**src/logic/scdFlagPkg.sv**
```systemverilog
package scdFlagPkg;

  // Width of the diagnostic read word
  localparam int DiagWidth = 12;

  // Program flags, ov in the top bit down to fpd in bit 0
  typedef struct packed {
    logic ov;
    logic cry0;
    logic cry1;
    logic fov;
    logic fxu;
    logic divChk;
    logic fpd;
  } pcFlagsT;

  // Per-cycle flag strobes from microcode and the adder
  typedef struct packed {
    logic       setAdFlags;
    logic       adOverflow;
    logic       adCry0;
    logic       adCry1;
    logic       loadFlags;
    logic       pcfMagic;
    logic       clrFpd;
    logic       piCycle;
    logic [0:8] magic;
  } flagCmdT;

  // Diagnostic read selects, unlisted codes read zero
  typedef enum logic [2:0] {
    diagFe    = 3'd0,
    diagSc    = 3'd1,
    diagFlags = 3'd2,
    diagScad  = 3'd3
  } diagSelT;

endpackage

```
**src/logic/scdPkg.sv**
```systemverilog
package scdPkg;

  // Exponent datapath width used unless the top level overrides it
  localparam int ExpWidthDefault = 10;

  // AR word, numbered 0..35 from the left
  localparam int ArWidth = 36;

  // SCAD microcode functions
  typedef enum logic [2:0] {
    funcA             = 3'd0,
    funcAMinusBMinus1 = 3'd1,
    funcAPlusB        = 3'd2,
    funcAMinus1       = 3'd3,
    funcAPlus1        = 3'd4,
    funcAMinusB       = 3'd5,
    funcOr            = 3'd6,
    funcAnd           = 3'd7
  } scadFuncT;

  // SCAD A operand sources
  typedef enum logic [2:0] {
    aFe,
    aArPos,
    aArExp,
    aMagic,
    aZero
  } scadASelT;

  // SCAD B operand sources
  typedef enum logic [1:0] {
    bSc,
    bArSize,
    bArSigned,
    bMagic
  } scadBSelT;

  // SC load sources
  typedef enum logic [1:0] {
    scHold,
    scFe,
    scScad,
    scAr
  } scSelT;

  // Exponent microcode fields, magic numbered like the CRAM field
  typedef struct packed {
    scadFuncT   func;
    scadASelT   aSel;
    scadBSelT   bSel;
    logic       feLoad;
    scSelT      scSel;
    logic [0:8] magic;
  } expCmdT;

endpackage

```
**src/logic/diagReader.sv**
```systemverilog
`timescale 1ns/1ps

module diagReader
  import scdPkg::*;
  import scdFlagPkg::*;
#(
  parameter int ExpWidth = ExpWidthDefault
) (
  input  logic [ExpWidth-1:0]  fe,
  input  logic [ExpWidth-1:0]  sc,
  input  logic [ExpWidth-1:0]  scad,
  input  pcFlagsT              flags,
  input  logic                 diagRead,
  input  diagSelT              diagSel,
  output logic [DiagWidth-1:0] diagData
);

  logic [DiagWidth-1:0] feWord;
  logic [DiagWidth-1:0] scWord;
  logic [DiagWidth-1:0] scadWord;
  logic [DiagWidth-1:0] flagWord;

  // Everything sits right-justified in the read word
  assign feWord   = DiagWidth'(fe);
  assign scWord   = DiagWidth'(sc);
  assign scadWord = DiagWidth'(scad);
  assign flagWord = DiagWidth'(flags);

  always_comb begin
    diagData = '0;
    if (diagRead) begin
      case (diagSel)
        diagFe:    diagData = feWord;
        diagSc:    diagData = scWord;
        diagFlags: diagData = flagWord;
        diagScad:  diagData = scadWord;
        default:   diagData = '0;
      endcase
    end
  end

endmodule

```
**src/logic/expDatapath.sv**
```systemverilog
`timescale 1ns/1ps

module expDatapath
  import scdPkg::*;
#(
  parameter int ExpWidth = ExpWidthDefault
) (
  input  logic                clk,
  input  logic                rstN,
  input  expCmdT              cmd,
  input  logic [0:ArWidth-1]  ar,
  output logic [ExpWidth-1:0] scad,
  output logic                scadZero,
  output logic [ExpWidth-1:0] fe,
  output logic [ExpWidth-1:0] sc
);

  logic [ExpWidth-1:0] magicExt;
  logic [ExpWidth-1:0] arPos;
  logic [ExpWidth-1:0] arExp;
  logic [ExpWidth-1:0] arSize;
  logic [ExpWidth-1:0] arSigned;
  logic [ExpWidth-1:0] arSc;
  logic [ExpWidth-1:0] opA;
  logic [ExpWidth-1:0] opB;
  logic [ExpWidth-1:0] scNext;

  // AR fields as seen by the operand muxes
  assign magicExt = ExpWidth'($signed(cmd.magic));
  assign arPos    = ExpWidth'(ar[0:5]);
  // Exponent magnitude, ones complemented for negative numbers
  assign arExp    = ExpWidth'(ar[1:8] ^ {8{ar[0]}});
  assign arSize   = ExpWidth'(ar[6:11]);
  assign arSigned = ExpWidth'($signed(ar[0:8]));
  // Right half count with AR18 as the sign
  assign arSc     = ExpWidth'($signed({ar[18], ar[28:35]}));

  always_comb begin
    case (cmd.aSel)
      aFe:     opA = fe;
      aArPos:  opA = arPos;
      aArExp:  opA = arExp;
      aMagic:  opA = magicExt;
      default: opA = '0;
    endcase
  end

  always_comb begin
    unique case (cmd.bSel)
      bSc:       opB = sc;
      bArSize:   opB = arSize;
      bArSigned: opB = arSigned;
      bMagic:    opB = magicExt;
      default:   opB = sc;
    endcase
  end

  scadAlu #(
    .ExpWidth(ExpWidth)
  ) alu_i (
    .func  (cmd.func),
    .a     (opA),
    .b     (opB),
    .result(scad)
  );

  assign scadZero = (scad == '0);

  always_comb begin
    unique case (cmd.scSel)
      scFe:    scNext = fe;
      scScad:  scNext = scad;
      scAr:    scNext = arSc;
      default: scNext = sc;
    endcase
  end

  always_ff @(posedge clk) begin
    if (!rstN) begin
      fe <= '0;
      sc <= '0;
    end else begin
      if (cmd.feLoad) begin
        fe <= scad;
      end
      sc <= scNext;
    end
  end

endmodule

```
**src/logic/pcFlags.sv**
```systemverilog
`timescale 1ns/1ps

module pcFlags
  import scdPkg::*;
  import scdFlagPkg::*;
(
  input  logic               clk,
  input  logic               rstN,
  input  flagCmdT            cmd,
  input  logic [0:ArWidth-1] ar,
  output pcFlagsT            flags
);

  logic    setAd;
  logic    setMagic;
  pcFlagsT loaded;
  pcFlagsT setTerms;
  pcFlagsT kept;
  pcFlagsT flagsNext;

  // Set strobes are blocked during a PI cycle
  assign setAd    = cmd.setAdFlags & ~cmd.piCycle;
  assign setMagic = cmd.pcfMagic & ~cmd.piCycle;

  // Flag word layout in AR
  always_comb begin
    loaded.ov     = ar[0];
    loaded.cry0   = ar[1];
    loaded.cry1   = ar[2];
    loaded.fov    = ar[3];
    loaded.fpd    = ar[4];
    loaded.fxu    = ar[11];
    loaded.divChk = ar[12];
  end

  always_comb begin
    setTerms.ov     = (setAd & cmd.adOverflow) | (setMagic & cmd.magic[0]);
    setTerms.cry0   = setAd & cmd.adCry0;
    setTerms.cry1   = setAd & cmd.adCry1;
    // Floating overflow also sets plain overflow through magic bit 0
    setTerms.fov    = setMagic & cmd.magic[0];
    setTerms.fxu    = setMagic & cmd.magic[5];
    setTerms.divChk = setMagic & cmd.magic[6];
    setTerms.fpd    = setMagic & cmd.magic[2];
  end

  // Old state, with fpd dropped first on a clear
  always_comb begin
    kept     = flags;
    kept.fpd = flags.fpd & ~cmd.clrFpd;
  end

  always_comb begin
    if (cmd.loadFlags) begin
      flagsNext = loaded;
    end else begin
      flagsNext = kept | setTerms;
    end
  end

  always_ff @(posedge clk) begin
    if (!rstN) begin
      flags <= '0;
    end else begin
      flags <= flagsNext;
    end
  end

endmodule

```
**src/logic/scadAlu.sv**
```systemverilog
`timescale 1ns/1ps

module scadAlu
  import scdPkg::*;
#(
  parameter int ExpWidth = ExpWidthDefault
) (
  input  scadFuncT              func,
  input  logic [ExpWidth-1:0]   a,
  input  logic [ExpWidth-1:0]   b,
  output logic [ExpWidth-1:0]   result
);

  logic [ExpWidth-1:0] bInv;

  assign bInv = ~b;

  // All arithmetic wraps at the datapath width
  always_comb begin
    unique case (func)
      funcA: begin
        result = a;
      end
      funcAMinusBMinus1: begin
        // Complement of B with no carry in
        result = a + bInv;
      end
      funcAPlusB: begin
        result = a + b;
      end
      funcAMinus1: begin
        result = a - ExpWidth'(1);
      end
      funcAPlus1: begin
        result = a + ExpWidth'(1);
      end
      funcAMinusB: begin
        // Same adder path as A-B-1 with carry in set
        result = a + bInv + ExpWidth'(1);
      end
      funcOr: begin
        result = a | b;
      end
      funcAnd: begin
        result = a & b;
      end
      default: begin
        result = a;
      end
    endcase
  end

endmodule

```
**src/logic/scdTop.sv**
```systemverilog
`timescale 1ns/1ps

module scdTop
  import scdPkg::*;
  import scdFlagPkg::*;
#(
  parameter int ExpWidth = ExpWidthDefault
) (
  input  logic                 clk,
  input  logic                 rstN,
  input  expCmdT               expCmd,
  input  flagCmdT              flagCmd,
  input  logic [0:ArWidth-1]   ar,
  input  logic                 diagRead,
  input  diagSelT              diagSel,
  output logic [ExpWidth-1:0]  scad,
  output logic                 scadZero,
  output logic [ExpWidth-1:0]  fe,
  output logic [ExpWidth-1:0]  sc,
  output pcFlagsT              flags,
  output logic [DiagWidth-1:0] diagData
);

  expDatapath #(
    .ExpWidth(ExpWidth)
  ) datapath_i (
    .clk     (clk),
    .rstN    (rstN),
    .cmd     (expCmd),
    .ar      (ar),
    .scad    (scad),
    .scadZero(scadZero),
    .fe      (fe),
    .sc      (sc)
  );

  pcFlags flags_i (
    .clk  (clk),
    .rstN (rstN),
    .cmd  (flagCmd),
    .ar   (ar),
    .flags(flags)
  );

  diagReader #(
    .ExpWidth(ExpWidth)
  ) diag_i (
    .fe      (fe),
    .sc      (sc),
    .scad    (scad),
    .flags   (flags),
    .diagRead(diagRead),
    .diagSel (diagSel),
    .diagData(diagData)
  );

endmodule

```
**config.mk**
```make
export PLATFORM = sky130hd
export DESIGN_NAME = scdTop
export DESIGN_NICKNAME = d
export VERILOG_FILES = /design/src/logic/scdFlagPkg.sv /design/src/logic/scdPkg.sv /design/src/logic/diagReader.sv /design/src/logic/expDatapath.sv /design/src/logic/pcFlags.sv /design/src/logic/scadAlu.sv /design/src/logic/scdTop.sv
export SDC_FILE = /design/constraint.sdc
export NUM_CORES = 1
export LEC_CHECK = 0
export BUFFER_PORTS_ARGS = -buffer_cell sky130_fd_sc_hd__buf_2
export CORE_MARGIN = 8
export CORE_UTILIZATION = 30
export DETAILED_ROUTE_END_ITERATION = 10
export HOLD_SLACK_MARGIN = 0.15
export SLEW_MARGIN = 20
export SYNTH_ARGS = -nofsm -noshare
export SYNTH_HDL_FRONTEND = slang
export SYNTH_SLANG_ARGS = --single-unit
```
**constraint.sdc**
```tcl
create_clock -name clk -period 5.9 [get_ports clk]
set_input_delay 0.885 -clock clk [delete_from_list [all_inputs] [get_ports clk]]
set_output_delay 0.885 -clock clk [all_outputs]
set_load 0.005 [all_outputs]
```
==> flow_summary_export.csv <==
group,metric,value,unit
critical_path,start_kind,"input pin",
yosys,async_flop_share,0,%
yosys,synth_edf_count,0,
critical_path,slowest_stage,"or4_1",
power,p_per_area,175,nW/um^2
critical_path,worst_ep_arrival_time,4.86,ns
clock_network,ctsHoldBuffers,0,
yosys,syn-cell-area,4320,sq um
timing,hold_viol,0,
die,die_width,136,um
layout,fillers,1541,
clock_network,clk_latency,0.27,ns
die,start_util,30.2,%
layout,syn_to_final_growth,22.2,%
clock_network,cts_buffer_depth,2,
routing,dr.pass1.iters,5,
yosys,synth_seq_cells,27,
critical_path,cp_num_buf_inv,4,
yosys,synthTopCellsByArea,"dfxtp_1 (13%), ha_1 (12%), mux4_2 (8.3%)",
critical_path,crit_path_cell_trace,"buf_2 > xor2_1 > o22ai_1 > or3_1 > inv_1 > fa_1 > nand2_1 > o31ai_1 > ha_1 > mux2_2 > a22oi_1 > inv_1 > or4_1 > or4_1 > and4bb_1 > buf_2",
die,ios,129,
run_status,outcome,"finished, final reports clean",
die,die_y,136,um
routing,wl,15000,um
clock_network,cts_tree,"built",
die,row_count,44,
layout,multi_input_area,3490,sq um
critical_path,worstSetupPathType,"input pin to output port",
layout,nets,776,
power,p_leak,2.47,nW
die,dieArea,18500,sq um
clock_network,cts_made_buffers,3,
place,portBuffers,107,
yosys,ys_types,78,
worst_hold_path,min_path_type,"flop to flop",
timing,slew_headroom,54.9,%
routing,drc,0,
layout,n_antenna_cell,0,
yosys,synth.avg_cell_area,8.01,sq um
critical_path,critical_path_required,5.02,ns
clock_network,postCtsSetupBuffers,0,
timing,fmax,174,MHz
timing,drv_slew,0,
die,core,14300,sq um
yosys,synth.most_common_cell,"nand2_1",
clock_network,cts_root_buf,"clkbuf_16",
global_routing,grt_pass1_vias,4430,
yosys,yosys.area.top_type,"dfxtp_1",
yosys,netlist.area_leader.share,12.5,%
place,place_area,5150,sq um
timing,tightest_slew,0.674,ns
timing,finalCritPeriodShare,97.3,%
routing,vias_per_cell,5.38,
timing,setup-violations-final,0,
clock_network,clk_pin_slew_worst_paths,0.07,ns
timing,fin_skew,0.00311,ns
place,gp_congestion,0.872,
global_routing,grt_util_all_layers,15.8,%
clock_network,h-tree-depth,1,
layout,drive_above_1_share,28.9,%
run,maxCapViolations,0,
timing,setup_slack,0.157,ns
routing,drt_iter0_drc,252,
layout,seq_area,541,sq um
critical_path,crit_fanout,4,
global_routing,antenna_found_initial,1,
routing,post_drt_wl_per_cell,17.9,um
global_routing,grt_pass1_wl,23400,um
critical_path,crit_family,"simple AND/OR/NAND/NOR gates",
global_routing,overflow,0,
yosys,synth_common_cells,"nand2_1 (54), ha_1 (40), nor2_1 (38)",
critical_path,critPathCaptureType,"output port",
yosys,netlist_instances,539,
timing,finalSetupTns,0,ns
place,hpwl,12400,um
timing,min_period,5.74,ns
timing,rsz0062_at_grt,"no",
routing,ant_nets,0,
yosys,synth_ff_type,"dfxtp_1",
clock_network,cts_sinks,27,
global_routing,grt_max_degree,21,
routing,route.vias.total,4506,
critical_path,cpPeakStageDelay,0.56,ns
yosys,yosysWarnings,0,
layout,finalInstanceArea,5280,sq um
yosys,synth_seq_area_share,12.5,%
place,pre_cts_slack,0.0794,ns
power,max-vdd-ir-drop,0.000167,V
[flip-flops by register name (all words and copies together) (netlist names)]
register,count
datapath_i.fe,10
datapath_i.sc,10
flags_i.flags,7
[layout by cell type (no fill, tap or decap), types with 10 or more instances in the layout]
cell      netlist  layout
buf_4           6      33
inv_1          34      34
nor3_1         13      13
mux4_2         16      16
xor2_1         10      10
buf_2           2     106
xnor2_1        19      18
ha_1           40      38
o21ai_0        28      28
nor2_1         38      38
a21oi_1        32      31
nand2_1        54      54
nand3_1        10      10
nor2b_1        16      16
dfxtp_1        27      27
a211oi_1       22      22
and2_1         15      14
mux2i_1        13      13
[area by class of cell]
cell class | instances | share of cell area, %
well taps | 184 | 4.36
repair buffers | 141 | 15.1
multi-input cells | 446 | 66.2
clock buffers | 4 | 1.49
inverters | 36 | 2.56
flip-flops and latches | 27 | 10.2
[final timing paths]
kind	depth (start not counted)	slack [ns]	end	from
setup reg to reg	16	1.84	datapath_i.sc[6]$_SDFFE_PN0P_	datapath_i.sc[1]$_SDFFE_PN0P_
hold / removal	2	0.55	datapath_i.fe[1]$_SDFFE_PN0P_	datapath_i.fe[1]$_SDFFE_PN0P_
hold reg to reg	2	0.55	datapath_i.fe[1]$_SDFFE_PN0P_	datapath_i.fe[1]$_SDFFE_PN0P_
setup / recovery	16	0.16	scadZero	ar[0]
[where the power goes]
group / leakage (nW) / internal [mW] / total [mW] / switching [mW]
sequential: 0.223 / 0.199 / 0.221 / 0.0222
combinational: 2.21 / 0.255 / 0.544 / 0.289
clock: 0.0382 / 0.0928 / 0.159 / 0.0662
total: 2.47 / 0.547 / 0.925 / 0.378
[kinds of logic after synthesis]
| group | share of synthesized area (%) |
|---|---|
| AND/OR/NAND/NOR | 21.9 |
| AO/OA/AOI/OAI | 24.8 |
| buffers and inverters | 7.54 |
| adder cells (fa/ha/maj) | 12.5 |
| multiplexers | 14.2 |
| XOR/XNOR | 6.41 |
| flip-flops | 12.5 |
| other | 0.0869 |
[layer usage]
metal	vias up	part of all wire [%]	GRT usage (%)
met5	-	0.067	0
met3	26	6.2	2.88
met1	2097	44	19.6
li1	2199	-	-
met2	182	47	27.0
met4	2	2.5	5.25
[worst min-delay path: stages (launching register included)]
cell and delay (ns):
dfxtp_1 0.35, nor2_1 0.10, a211oi_1 0.05
[repair_timing]
action                                  4_1_cts  5_1_grt
hold endpoints to repair                      0        0
gates resized for setup                       0        8
endpoints found under the setup margin        0        4
[metrics by stage]
| step | instances | hold slack, ns | power [mW] | util (%) |
|---|---|---|---|---|
| floorplan | 540 | 0.502 | 0.571 | - |
| detailed placement | 834 | 0.534 | 0.751 | 36.0 |
| global route | 838 | 0.577 | 0.992 | 36.9 |
| CTS | 838 | 0.545 | 0.914 | 36.5 |
| global placement | 834 | 0.517 | 0.750 | 36.0 |
| finish | 838 | 0.546 | 0.925 | 36.9 |
Power figures use the tool's default switching activity.
